## src/router_pkg.sv

```systemverilog
package router_pkg;

	// message fields
	localparam int ADDR_W = 6;
	localparam int DATA_W = 8;
	localparam int RED_W = 4;

	// one run walks this address range
	localparam int MIN_ADDR = 0;
	localparam int MAX_ADDR = 55;

	// addresses above this go to out1
	localparam int REF_ADDR = 23;

	localparam int DEBOUNCE_CYCLES = 16;
	localparam int CNT_W = 8;

	// debug case codes
	localparam logic [7:0] CASE_CNT0 = 8'h00;
	localparam logic [7:0] CASE_CNT1 = 8'h01;
	localparam logic [7:0] CASE_ERR0 = 8'h02;
	localparam logic [7:0] CASE_ERR1 = 8'h03;
	localparam logic [7:0] CASE_LAST0 = 8'h10;
	localparam logic [7:0] CASE_LAST1 = 8'h11;

	// redundancy nibble sums the data nibbles and the address low nibble
	function automatic logic [RED_W-1:0] calc_red(input logic [ADDR_W-1:0] addr,
		input logic [DATA_W-1:0] data);
		calc_red = data[7:4] + data[3:0] + addr[3:0];
	endfunction

endpackage

```

## src/switch_debounce.sv

```systemverilog
`timescale 1ns/100ps

module switch_debounce
	import router_pkg::*;
(
	input  logic i_clk,
	input  logic i_rst,
	input  logic i_switch,
	output logic o_level,
	output logic o_press,
	output logic o_release
);

	localparam int STABLE_W = $clog2(DEBOUNCE_CYCLES + 1);

	logic [STABLE_W-1:0] stable_cnt;
	logic level_q;

	always_ff @(posedge i_clk)
	begin
		if (i_rst)
		begin
			stable_cnt <= '0;
			o_level <= 1'b0;
			level_q <= 1'b0;
		end
		else
		begin
			level_q <= o_level;
			if (i_switch == o_level)
				stable_cnt <= '0;
			else if (stable_cnt == STABLE_W'(DEBOUNCE_CYCLES - 1))
			begin
				// input held long enough, take it
				o_level <= i_switch;
				stable_cnt <= '0;
			end
			else
				stable_cnt <= stable_cnt + 1'b1;
		end
	end

	assign o_press = o_level & ~level_q;
	assign o_release = ~o_level & level_q;

endmodule

```

## src/msg_source.sv

```systemverilog
`timescale 1ns/100ps

module msg_source
	import router_pkg::*;
(
	input  logic              i_clk,
	input  logic              i_rst,
	input  logic              i_start,
	output logic              o_req,
	output logic [ADDR_W-1:0] o_addr,
	output logic [DATA_W-1:0] o_data,
	output logic [RED_W-1:0]  o_red,
	input  logic              i_ack,
	output logic              o_busy,
	output logic              o_done
);

	logic [ADDR_W-1:0] addr;

	always_ff @(posedge i_clk)
	begin
		if (i_rst)
		begin
			addr <= ADDR_W'(MIN_ADDR);
			o_busy <= 1'b0;
			o_done <= 1'b0;
		end
		else if (!o_busy)
		begin
			// start is ignored while a run is going
			if (i_start)
			begin
				addr <= ADDR_W'(MIN_ADDR);
				o_busy <= 1'b1;
				o_done <= 1'b0;
			end
		end
		else if (i_ack)
		begin
			if (addr == ADDR_W'(MAX_ADDR))
			begin
				o_busy <= 1'b0;
				o_done <= 1'b1;
			end
			else
				addr <= addr + 1'b1;
		end
	end

	// req stays up for the whole run
	assign o_req = o_busy;
	assign o_addr = addr;
	assign o_data = DATA_W'(3 * addr);
	assign o_red = calc_red(addr, o_data);

endmodule

```

## src/route_1to2.sv

```systemverilog
`timescale 1ns/100ps

module route_1to2
	import router_pkg::*;
(
	input  logic              i_clk,
	input  logic              i_rst,
	input  logic              i_req,
	input  logic [ADDR_W-1:0] i_addr,
	input  logic [DATA_W-1:0] i_data,
	input  logic [RED_W-1:0]  i_red,
	output logic              o_ack,
	output logic              o_req0,
	output logic [ADDR_W-1:0] o_addr0,
	output logic [DATA_W-1:0] o_data0,
	output logic [RED_W-1:0]  o_red0,
	input  logic              i_ack0,
	output logic              o_req1,
	output logic [ADDR_W-1:0] o_addr1,
	output logic [DATA_W-1:0] o_data1,
	output logic [RED_W-1:0]  o_red1,
	input  logic              i_ack1
);

	logic full;
	logic dest;
	logic [ADDR_W-1:0] slot_addr;
	logic [DATA_W-1:0] slot_data;
	logic [RED_W-1:0] slot_red;
	logic out_ack;

	// ack of the chosen output only
	assign out_ack = dest ? i_ack1 : i_ack0;
	assign o_ack = ~full | out_ack;

	always_ff @(posedge i_clk)
	begin
		if (i_rst)
			full <= 1'b0;
		else if (i_req && o_ack)
			full <= 1'b1;
		else if (full && out_ack)
			full <= 1'b0;
	end

	always_ff @(posedge i_clk)
	begin
		if (i_req && o_ack)
		begin
			dest <= (i_addr > ADDR_W'(REF_ADDR));
			slot_addr <= i_addr;
			slot_data <= i_data;
			slot_red <= i_red;
		end
	end

	assign o_req0 = full & ~dest;
	assign o_req1 = full & dest;
	assign o_addr0 = slot_addr;
	assign o_data0 = slot_data;
	assign o_red0 = slot_red;
	assign o_addr1 = slot_addr;
	assign o_data1 = slot_data;
	assign o_red1 = slot_red;

endmodule

```

## src/msg_sink.sv

```systemverilog
`timescale 1ns/100ps

module msg_sink
	import router_pkg::*;
(
	input  logic              i_clk,
	input  logic              i_rst,
	input  logic              i_hold,
	input  logic              i_req,
	input  logic [ADDR_W-1:0] i_addr,
	input  logic [DATA_W-1:0] i_data,
	input  logic [RED_W-1:0]  i_red,
	output logic              o_ack,
	output logic [CNT_W-1:0]  o_count,
	output logic [CNT_W-1:0]  o_errors,
	output logic [ADDR_W-1:0] o_last_addr
);

	logic xfer;
	logic red_bad;

	// hold stalls the link
	assign o_ack = ~i_hold;
	assign xfer = i_req & o_ack;
	assign red_bad = (calc_red(i_addr, i_data) != i_red);

	always_ff @(posedge i_clk)
	begin
		if (i_rst)
		begin
			o_count <= '0;
			o_errors <= '0;
			o_last_addr <= '0;
		end
		else if (xfer)
		begin
			o_count <= o_count + 1'b1;
			o_last_addr <= i_addr;
			if (red_bad)
				o_errors <= o_errors + 1'b1;
		end
	end

endmodule

```

## src/debug_select.sv

```systemverilog
`timescale 1ns/100ps

module debug_select
	import router_pkg::*;
(
	input  logic              i_clk,
	input  logic              i_rst,
	input  logic              i_hi_release,
	input  logic              i_lo_release,
	input  logic              i_hi_level,
	input  logic              i_lo_level,
	input  logic [CNT_W-1:0]  i_count0,
	input  logic [CNT_W-1:0]  i_errors0,
	input  logic [ADDR_W-1:0] i_last0,
	input  logic [CNT_W-1:0]  i_count1,
	input  logic [CNT_W-1:0]  i_errors1,
	input  logic [ADDR_W-1:0] i_last1,
	output logic [CNT_W-1:0]  o_value,
	output logic [7:0]        o_case_applied
);

	logic [3:0] case_hi;
	logic [3:0] case_lo;
	logic skip_release;
	logic apply;

	// a release with the other button down, or both together
	assign apply = (i_hi_release & i_lo_level) | (i_lo_release & i_hi_level) |
		(i_hi_release & i_lo_release);

	always_ff @(posedge i_clk)
	begin
		if (i_rst)
		begin
			case_hi <= '0;
			case_lo <= '0;
			skip_release <= 1'b0;
			o_case_applied <= CASE_CNT0;
		end
		else if (i_hi_release || i_lo_release)
		begin
			if (skip_release)
				skip_release <= 1'b0;
			else if (apply)
			begin
				o_case_applied <= {case_hi, case_lo};
				// the other button is still down, drop its release
				skip_release <= ~(i_hi_release & i_lo_release);
			end
			else if (i_hi_release)
				case_hi <= case_hi + 1'b1;
			else
				case_lo <= case_lo + 1'b1;
		end
	end

	always_ff @(posedge i_clk)
	begin
		if (i_rst)
			o_value <= '0;
		else
		begin
			case (o_case_applied)
				CASE_CNT0: o_value <= i_count0;
				CASE_CNT1: o_value <= i_count1;
				CASE_ERR0: o_value <= i_errors0;
				CASE_ERR1: o_value <= i_errors1;
				CASE_LAST0: o_value <= CNT_W'(i_last0);
				CASE_LAST1: o_value <= CNT_W'(i_last1);
				default: o_value <= '0;
			endcase
		end
	end

endmodule

```

## src/seg7_decode.sv

```systemverilog
`timescale 1ns/100ps

module seg7_decode
(
	input  logic       i_clk,
	input  logic       i_rst,
	input  logic [3:0] i_nibble,
	output logic [6:0] o_seg
);

	// bit 6 is segment a, bit 0 is g, low means lit
	always_ff @(posedge i_clk)
	begin
		if (i_rst)
			o_seg <= 7'b0000001;
		else
		begin
			case (i_nibble)
				4'h0: o_seg <= 7'b0000001;
				4'h1: o_seg <= 7'b1001111;
				4'h2: o_seg <= 7'b0010010;
				4'h3: o_seg <= 7'b0000110;
				4'h4: o_seg <= 7'b1001100;
				4'h5: o_seg <= 7'b0100100;
				4'h6: o_seg <= 7'b0100000;
				4'h7: o_seg <= 7'b0001111;
				4'h8: o_seg <= 7'b0000000;
				4'h9: o_seg <= 7'b0000100;
				4'ha: o_seg <= 7'b0001000;
				4'hb: o_seg <= 7'b1100000;
				4'hc: o_seg <= 7'b0110001;
				4'hd: o_seg <= 7'b1000010;
				4'he: o_seg <= 7'b0110000;
				default: o_seg <= 7'b0111000;
			endcase
		end
	end

endmodule

```

## src/router_test_top.sv

```systemverilog
`timescale 1ns/100ps

module router_test_top
	import router_pkg::*;
(
	input  logic       i_clk,
	input  logic       i_rst,
	input  logic       i_switch_1,
	input  logic       i_switch_2,
	input  logic       i_switch_3,
	input  logic       i_switch_4,
	output logic [6:0] o_segment1,
	output logic [6:0] o_segment2,
	output logic       o_led_1,
	output logic       o_led_2,
	output logic       o_led_3,
	output logic       o_led_4
);

	logic sw1_press;
	logic sw2_press;
	logic sw3_level, sw3_release;
	logic sw4_level, sw4_release;
	logic hold;

	logic src_req, src_ack;
	logic [ADDR_W-1:0] src_addr;
	logic [DATA_W-1:0] src_data;
	logic [RED_W-1:0] src_red;
	logic run_busy, run_done;

	logic req0, ack0, req1, ack1;
	logic [ADDR_W-1:0] addr0, addr1;
	logic [DATA_W-1:0] data0, data1;
	logic [RED_W-1:0] red0, red1;

	logic [CNT_W-1:0] count0, errors0, count1, errors1;
	logic [ADDR_W-1:0] last0, last1;
	logic [CNT_W-1:0] dbg_value;

	switch_debounce u_debounce_1 (.i_clk(i_clk), .i_rst(i_rst), .i_switch(i_switch_1),
		.o_level(), .o_press(sw1_press), .o_release());
	switch_debounce u_debounce_2 (.i_clk(i_clk), .i_rst(i_rst), .i_switch(i_switch_2),
		.o_level(), .o_press(sw2_press), .o_release());
	switch_debounce u_debounce_3 (.i_clk(i_clk), .i_rst(i_rst), .i_switch(i_switch_3),
		.o_level(sw3_level), .o_press(), .o_release(sw3_release));
	switch_debounce u_debounce_4 (.i_clk(i_clk), .i_rst(i_rst), .i_switch(i_switch_4),
		.o_level(sw4_level), .o_press(), .o_release(sw4_release));

	// button 2 toggles back-pressure on both sinks
	always_ff @(posedge i_clk)
	begin
		if (i_rst)
			hold <= 1'b0;
		else if (sw2_press)
			hold <= ~hold;
	end

	msg_source u_msg_source (
		.i_clk(i_clk), .i_rst(i_rst), .i_start(sw1_press),
		.o_req(src_req), .o_addr(src_addr), .o_data(src_data), .o_red(src_red),
		.i_ack(src_ack), .o_busy(run_busy), .o_done(run_done));

	route_1to2 u_route_1to2 (
		.i_clk(i_clk), .i_rst(i_rst),
		.i_req(src_req), .i_addr(src_addr), .i_data(src_data), .i_red(src_red),
		.o_ack(src_ack),
		.o_req0(req0), .o_addr0(addr0), .o_data0(data0), .o_red0(red0), .i_ack0(ack0),
		.o_req1(req1), .o_addr1(addr1), .o_data1(data1), .o_red1(red1), .i_ack1(ack1));

	msg_sink u_sink0 (
		.i_clk(i_clk), .i_rst(i_rst), .i_hold(hold),
		.i_req(req0), .i_addr(addr0), .i_data(data0), .i_red(red0), .o_ack(ack0),
		.o_count(count0), .o_errors(errors0), .o_last_addr(last0));

	msg_sink u_sink1 (
		.i_clk(i_clk), .i_rst(i_rst), .i_hold(hold),
		.i_req(req1), .i_addr(addr1), .i_data(data1), .i_red(red1), .o_ack(ack1),
		.o_count(count1), .o_errors(errors1), .o_last_addr(last1));

	debug_select u_debug_select (
		.i_clk(i_clk), .i_rst(i_rst),
		.i_hi_release(sw3_release), .i_lo_release(sw4_release),
		.i_hi_level(sw3_level), .i_lo_level(sw4_level),
		.i_count0(count0), .i_errors0(errors0), .i_last0(last0),
		.i_count1(count1), .i_errors1(errors1), .i_last1(last1),
		.o_value(dbg_value), .o_case_applied());

	seg7_decode u_seg_hi (.i_clk(i_clk), .i_rst(i_rst), .i_nibble(dbg_value[7:4]),
		.o_seg(o_segment1));
	seg7_decode u_seg_lo (.i_clk(i_clk), .i_rst(i_rst), .i_nibble(dbg_value[3:0]),
		.o_seg(o_segment2));

	assign o_led_1 = run_done;
	assign o_led_2 = run_busy;
	assign o_led_3 = hold;
	assign o_led_4 = (errors0 != '0) | (errors1 != '0);

endmodule

```

## config.mk

```make
export PLATFORM = sky130hd
export DESIGN_NAME = router_test_top
export DESIGN_NICKNAME = d
export VERILOG_FILES = /design/src/router_pkg.sv /design/src/switch_debounce.sv /design/src/msg_source.sv /design/src/route_1to2.sv /design/src/msg_sink.sv /design/src/debug_select.sv /design/src/seg7_decode.sv /design/src/router_test_top.sv
export SDC_FILE = /design/constraint.sdc
export NUM_CORES = 1
export LEC_CHECK = 0
export ABC_CLOCK_PERIOD_IN_PS = 4400
export BUFFER_PORTS_ARGS = -buffer_cell sky130_fd_sc_hd__clkbuf_2
export CAP_MARGIN = 20
export CORE_ASPECT_RATIO = 1.25
export CORE_UTILIZATION = 35
export DETAILED_ROUTE_END_ITERATION = 12
export PLACE_DENSITY = 0.49
export SYNTH_ARGS = -nofsm -noshare
export SYNTH_HDL_FRONTEND = slang
export SYNTH_SLANG_ARGS = --single-unit
```

## constraint.sdc

```tcl
create_clock -name i_clk -period 4.4 [get_ports i_clk]
set_clock_uncertainty 0.15 [all_clocks]
set_input_delay 0.44 -clock i_clk [delete_from_list [all_inputs] [get_ports i_clk]]
set_output_delay 0.44 -clock i_clk [all_outputs]
set_load 0.01 [all_outputs]
```

# ---- Word level (Yosys, flattened, before mapping)
# Memories as Yosys holds them, arrays and structs flattened. A register that Yosys moved wholly into a read port is not among the register bits.
# Cells that the tools add are included.
dict set report classes {
  addsub 15
  mul 1
  div 0
  order_cmp 1
  eq_ne 18
  n_shift 0
  muxes 17
  bitwise 30
  reduce_logical 23
}
# operator n
set ops {}
lappend ops {{$pmux W8 S6} 1}
lappend ops {{$add A8 B1 Y8 const B} 4}
lappend ops {{$mux W6} 4}
lappend ops {{$add A5 B1 Y5 const B} 4}
lappend ops {{$eq A5 B4 Y1 const B} 4}
lappend ops {{$add A4 B4 Y4} 4}
lappend ops {{$eq A8 B2 Y1 const B} 2}
lappend ops {{$eq A8 B5 Y1 const B} 2}
lappend ops {{$reduce_bool A8 Y1} 2}
lappend ops {{$not A1 Y1} 15}
lappend ops {{$mux W1} 12}
lappend ops {{$reduce_and A2 Y1} 6}
lappend ops {{$reduce_or A3 Y1} 4}
lappend ops {{$and A1 B1 Y1} 11}
lappend ops {{$reduce_and A3 Y1} 3}
lappend ops {{$add A4 B1 Y4 const B} 2}
lappend ops {{$eq A8 B1 Y1 const B} 1}
lappend ops {{$logic_not A8 Y1} 1}
lappend ops {{$mul A2 B6 Y8 const A} 1}
lappend ops {{$reduce_and A4 Y1} 2}
lappend ops {{$add A6 B1 Y6 const B} 1}
lappend ops {{$eq A6 B6 Y1 const B} 1}
lappend ops {{$gt A6 B5 Y1 const B} 1}
lappend ops {{$eq A1 B1 Y1} 4}
lappend ops {{7 further kinds} 13}
dict set report totals {
  ff_bits 126
  latchBits 0
  mem_bits_rw 0
  rom_bits 224
  inputBits 6
  output_inout_bits 18
  wordCells 139
  memories 2
}
# name words width read_ports rd_ports_with_merged_regs write_ports line
set mem_list {}
lappend mem_list {{(no name shown)} 16 7 1 1 0 seg7_decode.sv:18} ;# case (i_nibble)
lappend mem_list {{(no name shown)} 16 7 1 1 0 seg7_decode.sv:18}

# ---- Logic depth before layout (Yosys ltp)
# Gate-level depths: netlist of run 1.
dict set report logic_depth {
  word_depth 7
  mapped_depth 14
  mapped_depth_nobuf 14
}

# ---- Cells and area by module
# From an unflattened synthesis of run 1, not the netlist that was laid out.
dict set report unflattened {
  hier_cells 724
  hier_area_um2 7343.3
}
# mod instances cells_per_inst area_per_inst_um2 seq_area_each_um2
set by_module_without_submodules {}
lappend by_module_without_submodules {debug_select 1 132 1328.8 500.5}
lappend by_module_without_submodules {{msg_sink (u_sink0)} 1 129 1206.2 440.4}
lappend by_module_without_submodules {{msg_sink (u_sink1)} 1 131 1197.4 440.4}
lappend by_module_without_submodules {switch_debounce 4 27 274.0 140.1}
lappend by_module_without_submodules {route_1to2 1 47 789.5 590.6}
lappend by_module_without_submodules {msg_source 1 79 725.7 160.2}
lappend by_module_without_submodules {{seg7_decode (u_seg_hi)} 1 45 469.2 140.1}
lappend by_module_without_submodules {{seg7_decode (u_seg_lo)} 1 45 466.7 140.1}
lappend by_module_without_submodules {router_test_top 1 8 63.8 20.0}

# ---- Worst setup path after synthesis of run 1
# No wires, ideal clock.
dict set report synth_path {
  path_type {reg2reg}
  startpoint {register u_msg_source.addr[3], in the netlist u_msg_source.o_addr[3]}
  endpoint {register u_route_1to2.slot_red[3], in the netlist u_route_1to2.o_red0[3] (data pin)}
  setup_time_ps 261
  t_arrival_ps 2882
  required_ps 3989
  slack_ps 1107
  path_stages_with_launch 13
  n_path_buf 0
  period_less_slack_ps 3293
  path_cell_list {dfxtp_1 > inv_1 > ha_1 > o21bai_1 > a21oi_1 > o21bai_1 > xnor2_1 > fa_1 > fa_1 > xnor2_1 > xnor2_1 > xnor2_1 > xnor2_1}
}
dict set report synth_via {
  elab_chain_cells 3
}
# element line
set synth_lines {}
lappend synth_lines {{from (decl)} msg_source.sv:18} ;# logic [ADDR_W-1:0] addr;
lappend synth_lines {{from (signal assigned)} msg_source.sv:24} ;# addr <= ADDR_W'(MIN_ADDR);
lappend synth_lines {{from (signal assigned)} msg_source.sv:33} ;# addr <= ADDR_W'(MIN_ADDR);
lappend synth_lines {{from (signal assigned)} msg_source.sv:46} ;# addr <= addr + 1'b1;
lappend synth_lines {{$mul A2 B6 Y8} msg_source.sv:53} ;# assign o_data = DATA_W'(3 * addr);
lappend synth_lines {{$add A4 B4 Y4} router_pkg.sv:29} ;# calc_red = data[7:4] + data[3:0] + addr[3:0];
lappend synth_lines {{$add A4 B4 Y4 (*)} router_pkg.sv:29}
lappend synth_lines {{via src_red[3]} router_test_top.sv:29} ;# logic [RED_W-1:0] src_red;
lappend synth_lines {{to (signal assigned)} route_1to2.sv:53} ;# slot_red <= i_red;
lappend synth_lines {{to (decl)} route_1to2.sv:29} ;# logic [RED_W-1:0] slot_red;
# The timed path passes the listed nets; every way through them passes the cells marked *.
# A chain may end at the register's enable or synchronous reset.

# ---- Worst setup path in the final report of run 1
# Same ends and word-level chain as after synthesis.

==> results of run 1 <==
==> through the flow <==
stage | hold WS [ns] | total power [uW] | setup WS [ns] | util [%] | area, um^2
floorplan | 0.268 | 1340 | 1.11 | - | 6600
global placement | 0.274 | 1350 | 0.951 | 37.9 | 6940
detailed placement | 0.297 | 1350 | 0.872 | 37.9 | 6940
CTS | 0.116 | 2720 | 0.859 | 41.0 | 7510
global route | 0.150 | 2790 | 0.529 | 41.0 | 7510
finish | 0.134 | 2680 | 0.859 | 41.0 | 7510
==> tightest hold or removal path, stage by stage <==
cell and delay, ns:
sky130_fd_sc_hd__clkbuf_2 0.10, sky130_fd_sc_hd__mux2i_1 0.06, sky130_fd_sc_hd__nor2_1 0.07
==> path summary, 6_finish.rpt <==
kind | slack [ns] | depth (start not counted) | startpoint | endpoint
max | 0.86 | 12 | u_msg_source.o_addr[3]$_SDFFE_PP0P_ | u_route_1to2.o_red0[3]$_DFFE_PP_
min | 0.13 | 3 | i_switch_4 | u_debounce_4.o_level$_SDFFE_PP0P_
max reg2reg | 0.86 | 12 | u_msg_source.o_addr[3]$_SDFFE_PP0P_ | u_route_1to2.o_red0[3]$_DFFE_PP_
min reg2reg | 0.31 | 1 | u_debounce_4.stable_cnt[0]$_SDFF_PP0_ | u_debounce_4.stable_cnt[0]$_SDFF_PP0_
==> cell type report <==
cell class	instances	area, um^2
clock inverter	15	139
multi-input combinational	473	3390
tap	228	285
fill	1789	10800
inverter	44	165
sequential	139	2960
timing repair buffer	27	145
clock buffer	17	425
==> logic make-up after synthesis <==
family                   count (synthesis)
AO/OA/AOI/OAI                           78
adder cells (fa/ha/maj)                 49
XOR/XNOR                                63
buffers and inverters                   69
multiplexers                            40
AND/OR/NAND/NOR                        243
flip-flops                             139
==> state kept, by name (all words and copies together), names as in the netlist, 4 cells and up <==
register / cells
u_seg_lo.o_seg: 7
u_debounce_4.stable_cnt: 5
u_debounce_1.stable_cnt: 5
u_sink0.o_count: 8
u_seg_hi.o_seg: 7
u_sink0.o_errors: 8
u_debug_select.o_value: 8
u_debug_select.case_hi: 4
u_debug_select.o_case_applied: 8
u_msg_source.o_addr: 6
u_route_1to2.o_addr0: 5
u_debounce_3.stable_cnt: 5
u_sink1.o_last_addr: 6
u_debug_select.case_lo: 4
u_route_1to2.o_red0: 4
u_sink1.o_count: 8
u_route_1to2.o_data0: 8
u_sink0.o_last_addr: 6
u_sink1.o_errors: 8
u_debounce_2.stable_cnt: 5
==> per-layer routing <==
metal / part of all wire, % / global-route usage, % / vias up / routed length, um
li1: - / - / 2340 / -
met3: 2.4 / 3.74 / 12 / 293
met1: 45 / 15.1 / 2154 / 5460
met4: 1.1 / 5.23 / 0 / 138
met2: 52 / 25.3 / 46 / 6300
met5: 0 / 0 / - / 0
==> report_power, final <==
group / internal (uW) / switching [uW]
sequential: 1280 / 2.50
clock: 785 / 575
combinational: 8.46 / 22.9
==> layout by cell type (no fill, tap or decap), drive strengths merged, types with 14 or more instances in the layout <==
master,instances
a211oi,14
a21oi,36
clkbuf,39
dfxtp,121
edfxtp,18
ha,43
inv,50
mux2i,30
nand2,49
nand3,23
nor2,113
xnor2,38
xor2,23
==> impl_metrics.toml, run 1 <==
[cts]
post_cts_buffers = 0
clock_sink_count = 139
cts_buffers = 17
worst_setup_hold_path_clk_slew_ns = 0.06
cts_root_buffer = "sky130_fd_sc_hd__clkbuf_16"
insertion_delay_ns = 0.42
cts.hold.buffers_added = 0
clk_path_buf_depth = 2
tritoncts = "yes"
ctsResizeCount = 0
cts-htree-levels = 4

[detailed_routing]
initialDrtViolationCount = 164
post-route-drc-count = 9
routed-via-count = 4552
detail_route.wl_per_cell_um = 12.9
drt.antenna.violating_nets = 0
post_drt_via_cell_ratio = 4.83
finalWirelength_um = 12200
drt_first_pass_iters = 8

[yosys]
post_synth_fa_ha_maj_area_fraction_pct = 9.97
multiplexer_share_of_the_synthesized_area_pct = 7.62
synth_seq_area_share_pct = 44.9
synth-edff-count = 18
post_synthesis_share_of_cell_area_spent_on_xor_and_xnor_gates_pct = 8.79
ys_top_cells_by_count = "sky130_fd_sc_hd__dfxtp_1 (121), sky130_fd_sc_hd__nor2_1 (113), sky130_fd_sc_hd__nand2_1 (49), sky130_fd_sc_hd__inv_1 (44), sky130_fd_sc_hd__ha_1 (43)"
synth-main-ff-cell = "sky130_fd_sc_hd__dfxtp_1"
yosysMostFrequentCell = "sky130_fd_sc_hd__dfxtp_1"
synth_top_area_share_pct = 36.7
synth-compound-area-share_pct = 8.05
syn_nets = 736
synth_top_family_by_area = "simple AND/OR/NAND/NOR gates"
yosys_register_bits = 139
yosys_warnings = 0
most_area_consuming_cells_after_synthesis = "sky130_fd_sc_hd__dfxtp_1 (37%), sky130_fd_sc_hd__edfxtp_1 (8.2%), sky130_fd_sc_hd__ha_1 (8.1%), sky130_fd_sc_hd__nor2_1 (6.4%), sky130_fd_sc_hd__xnor2_1 (5.0%)"
postSynth.asyncResetShare_pct = 0
synth_top_area_cell = "sky130_fd_sc_hd__dfxtp_1"
synthesized_netlist_cell_count = 681
yosysUniqueCellTypes = 48
synth_area_per_cell_um2 = 9.70
synthesis.area_um2 = 6600
synthSimpleGateAreaFrac_pct = 16.8

[grt]
gr-usage-all-layers_pct = 13.8
grt_pass1_vias = 4559
grt_antenna_before_repair = 0
grt-ovfl-total = 0
grt_first_pass_wirelength_um = 21400
grt_max_degree = 42

[timing]
period_minus_slack_ns = 3.54
timing.max_slew.rel_slack_pct = 38.4
setup_viol_count_final = 0
transition_time_of_the_tightest_slew_check_pin_ns = 0.916
maxSlewViolCount = 0
grt_setup_unrepaired = "false"
post-route-period-util_pct = 80.5
fmax_mhz = 282
report.final.hold_viol_count = 0
setup-tns-final_ns = 0

[critical_path]
cp.arrival_ns = 3.55
crit_top_cell = "sky130_fd_sc_hd__xnor2_1"
critical_path.startpoint_type = "register"
required_ns = 4.41
path_max_fanout = 6
delay_heaviest_family_cp = "adder cells"
criticalPathCategory = "reg -> reg"
worst_setup_path_end_kind = "register"
worst_path_max_delay_cell = "sky130_fd_sc_hd__fa_1"
crit_buf_inv = 1
cell_chain_critical_path = "inv_1 -> ha_1 -> o21bai_1 -> a21oi_1 -> o21bai_1 -> xnor2_1 -> fa_1 -> fa_1 -> xnor2_1 -> xnor2_1 -> xnor2_1 -> xnor2_1"
worst_path_largest_cell_delay_ns = 0.47

[power_and_ir_drop]
power.ir.vdd_worst_mv = 0.265
leakagePower_uw = 0.00278
power-per-cell-area_nw_per_um2 = 357

[placement]
routabilityCongestion = 0.920
dp_cells = 911
hpwl_um = 8750
io_buffer_count = 23

[finish]
area_growth_syn_to_layout_pct = 13.7
drive_above_1_share_pct = 11.5
layoutNonFillerInstCount = 943
antenna-diode-count = 0
finish.net_count = 757

[run_status]
run_status = "finished, violations left"
violated_checks = "design-rule violations"

[die]
core-area_um2 = 18300
fp.dieH_um = 156
io-pin-count = 24
initial_core_util_pct = 36.1
die-area_um2 = 19400
die_width_um = 125
std_cell_rows = 55

[job]
cap_violations = 0

[worst_hold_path]
min_path_type = "in -> reg"
Power figures use the tool's default switching activity.
==> inputs of run 2 (changes only) <==
Settings changed: ABC_CLOCK_PERIOD_IN_PS 4400 to 3500.
Clock period 4.4 ns to 3.5 ns, I/O delays scaled along.
==> impl_metrics.toml, run 2 (same netlist as run 1, synthesis figures left out) <==
[run_status]
violated_checks = "design-rule violations"
run_status = "finished, violations left"

[die]
std_cell_rows = 55
fp.dieH_um = 156
io-pin-count = 24
die-area_um2 = 19400
die_width_um = 125
core-area_um2 = 18300
initial_core_util_pct = 36.1

[detailed_routing]
drt_first_pass_iters = 8
post-route-drc-count = 9
post_drt_via_cell_ratio = 4.81
initialDrtViolationCount = 184
finalWirelength_um = 12600
routed-via-count = 4579
detail_route.wl_per_cell_um = 13.3
drt.antenna.violating_nets = 0

[cts]
tritoncts = "yes"
worst_setup_hold_path_clk_slew_ns = 0.06
cts_buffers = 17
clk_path_buf_depth = 2
clock_sink_count = 139
cts-htree-levels = 4
cts_root_buffer = "sky130_fd_sc_hd__clkbuf_16"
cts.hold.buffers_added = 0
insertion_delay_ns = 0.42

[placement]
routabilityCongestion = 0.820
io_buffer_count = 23
dp_cells = 918
dpl_worst_slack_ns = 0.0652
hpwl_um = 9170
post_dp_cell_area_um2 = 7000

[critical_path]
crit_top_cell = "sky130_fd_sc_hd__xnor2_1"
reg2reg_depth = 12
crit_buf_inv = 0
cp.arrival_ns = 3.30
required_ns = 3.50
delay_heaviest_family_cp = "adder cells"
worst_path_max_delay_cell = "sky130_fd_sc_hd__fa_1"
worst_path_largest_cell_delay_ns = 0.48
r2r_start = "u_msg_source.o_addr[1]$_SDFFE_PP0P_"
criticalPathCategory = "reg -> reg"
reg2reg_slack_ns = 0.20
cell_chain_critical_path = "ha_1 -> a21oi_1 -> o21bai_1 -> a21oi_1 -> o21bai_1 -> xnor2_1 -> fa_1 -> fa_2 -> xnor2_2 -> xnor2_1 -> xnor2_1 -> xnor2_1"
r2r-end = "u_route_1to2.o_red0[3]$_DFFE_PP_"
path_max_fanout = 7
worst_setup_path_end_kind = "register"
critical_path.startpoint_type = "register"

[power_and_ir_drop]
power.ir.vdd_worst_mv = 0.297
leakagePower_uw = 0.00286
power-per-cell-area_nw_per_um2 = 463

[worst_hold_path]
min_path_type = "in -> reg"
worst_hold_path.num_cells = 3
worst_hold_startpoint = "i_switch_4"
hold_end = "u_debounce_4.o_level$_SDFFE_PP0P_"

[timing]
maxSlewViolCount = 0
period_minus_slack_ns = 3.30
transition_time_of_the_tightest_slew_check_pin_ns = 0.849
timing.max_slew.rel_slack_pct = 42.9
setup-tns-final_ns = 0
report.final.hold_viol_count = 0
setup_viol_count_final = 0
fmax_mhz = 303
final_critical_path_setup_slack_ns = 0.203
post-route-period-util_pct = 94.2
hold_slack_ns = 0.0482

[finish]
drive_above_1_share_pct = 13.1
layoutNonFillerInstCount = 951
area_growth_syn_to_layout_pct = 16.0
most_frequent_standard_cell_in_the_layout_excluding_fill_and_tap_cells = "sky130_fd_sc_hd__dfxtp_1"
finish.net_count = 765
antenna-diode-count = 0
postLayoutCellArea_um2 = 7660
layout_common_cells = "sky130_fd_sc_hd__dfxtp_1 (119), sky130_fd_sc_hd__nor2_1 (113), sky130_fd_sc_hd__nand2_1 (49)"

[grt]
grt_antenna_before_repair = 0
grt_max_degree = 43
grt-ovfl-total = 0
gr-usage-all-layers_pct = 14.0
grt_first_pass_wirelength_um = 21600
grt_pass1_vias = 4572

[job]
cap_violations = 0
==> run 2: worst max path at each step <==
stage	startpoint	to	slack, ns	cells after the start
floorplan	u_msg_source.o_addr[3]$_SDFFE_PP0P_	u_route_1to2.o_red0[3]$_DFFE_PP_	0.21	12
global placement	u_msg_source.o_addr[1]$_SDFFE_PP0P_	u_route_1to2.o_red0[3]$_DFFE_PP_	0.09	14
detailed placement	u_msg_source.o_addr[1]$_SDFFE_PP0P_	u_route_1to2.o_red0[3]$_DFFE_PP_	0.07	14
CTS	u_msg_source.o_addr[1]$_SDFFE_PP0P_	u_route_1to2.o_red0[3]$_DFFE_PP_	0.03	14
global route	u_msg_source.o_addr[3]$_SDFFE_PP0P_	u_route_1to2.o_red0[3]$_DFFE_PP_	-0.004	12
finish	u_msg_source.o_addr[1]$_SDFFE_PP0P_	u_route_1to2.o_red0[3]$_DFFE_PP_	0.20	12
==> run 2: layout make-up <==
| type | count | area (um^2) |
|---|---|---|
| Clock buffer | 21 | 472 |
| Tap cell | 228 | 285 |
| Multi-Input combinational cell | 473 | 3410 |
| Sequential cell | 139 | 2970 |
| Fill cell | 1789 | 10600 |
| Timing Repair Buffer | 35 | 205 |
| Clock inverter | 11 | 156 |
| Inverter | 44 | 165 |
==> run 2: repair_timing <==
| action | CTS | global route |
|---|---|---|
| endpoints found under the setup margin | 0 | 1 |
| setup buffers | 0 | 1 |
| resized for setup | 0 | 7 |
==> run 2: tightest hold or removal path: stages <==
cell and delay, ns:
sky130_fd_sc_hd__clkbuf_2 0.10, sky130_fd_sc_hd__mux2i_1 0.06, sky130_fd_sc_hd__nor2_1 0.07
==> run 2: layer usage <==
layer  global-route usage (%)  share of wire (%)
met4                     5.23                1.0
met2                     25.9                 52
met5                        0                  0
met3                     3.70                2.1
met1                     15.4                 45
==> run 2: per-stage QoR <==
stage          util [%]  total power [uW]
2_1_floorplan         -              1680
3_3_place_gp       38.2              1690
3_5_place_dp       38.2              1700
4_1_cts            41.7              3610
5_1_grt            41.8              3680
6_report           41.8              3550
==> run 2: power breakdown <==
group	total (uW)	leakage (uW)	switching, uW	internal [uW]
Combinational	41.1	0.00142	29.5	11.6
Clock	1890	0.000304	695	1190
Sequential	1620	0.00114	3.30	1610
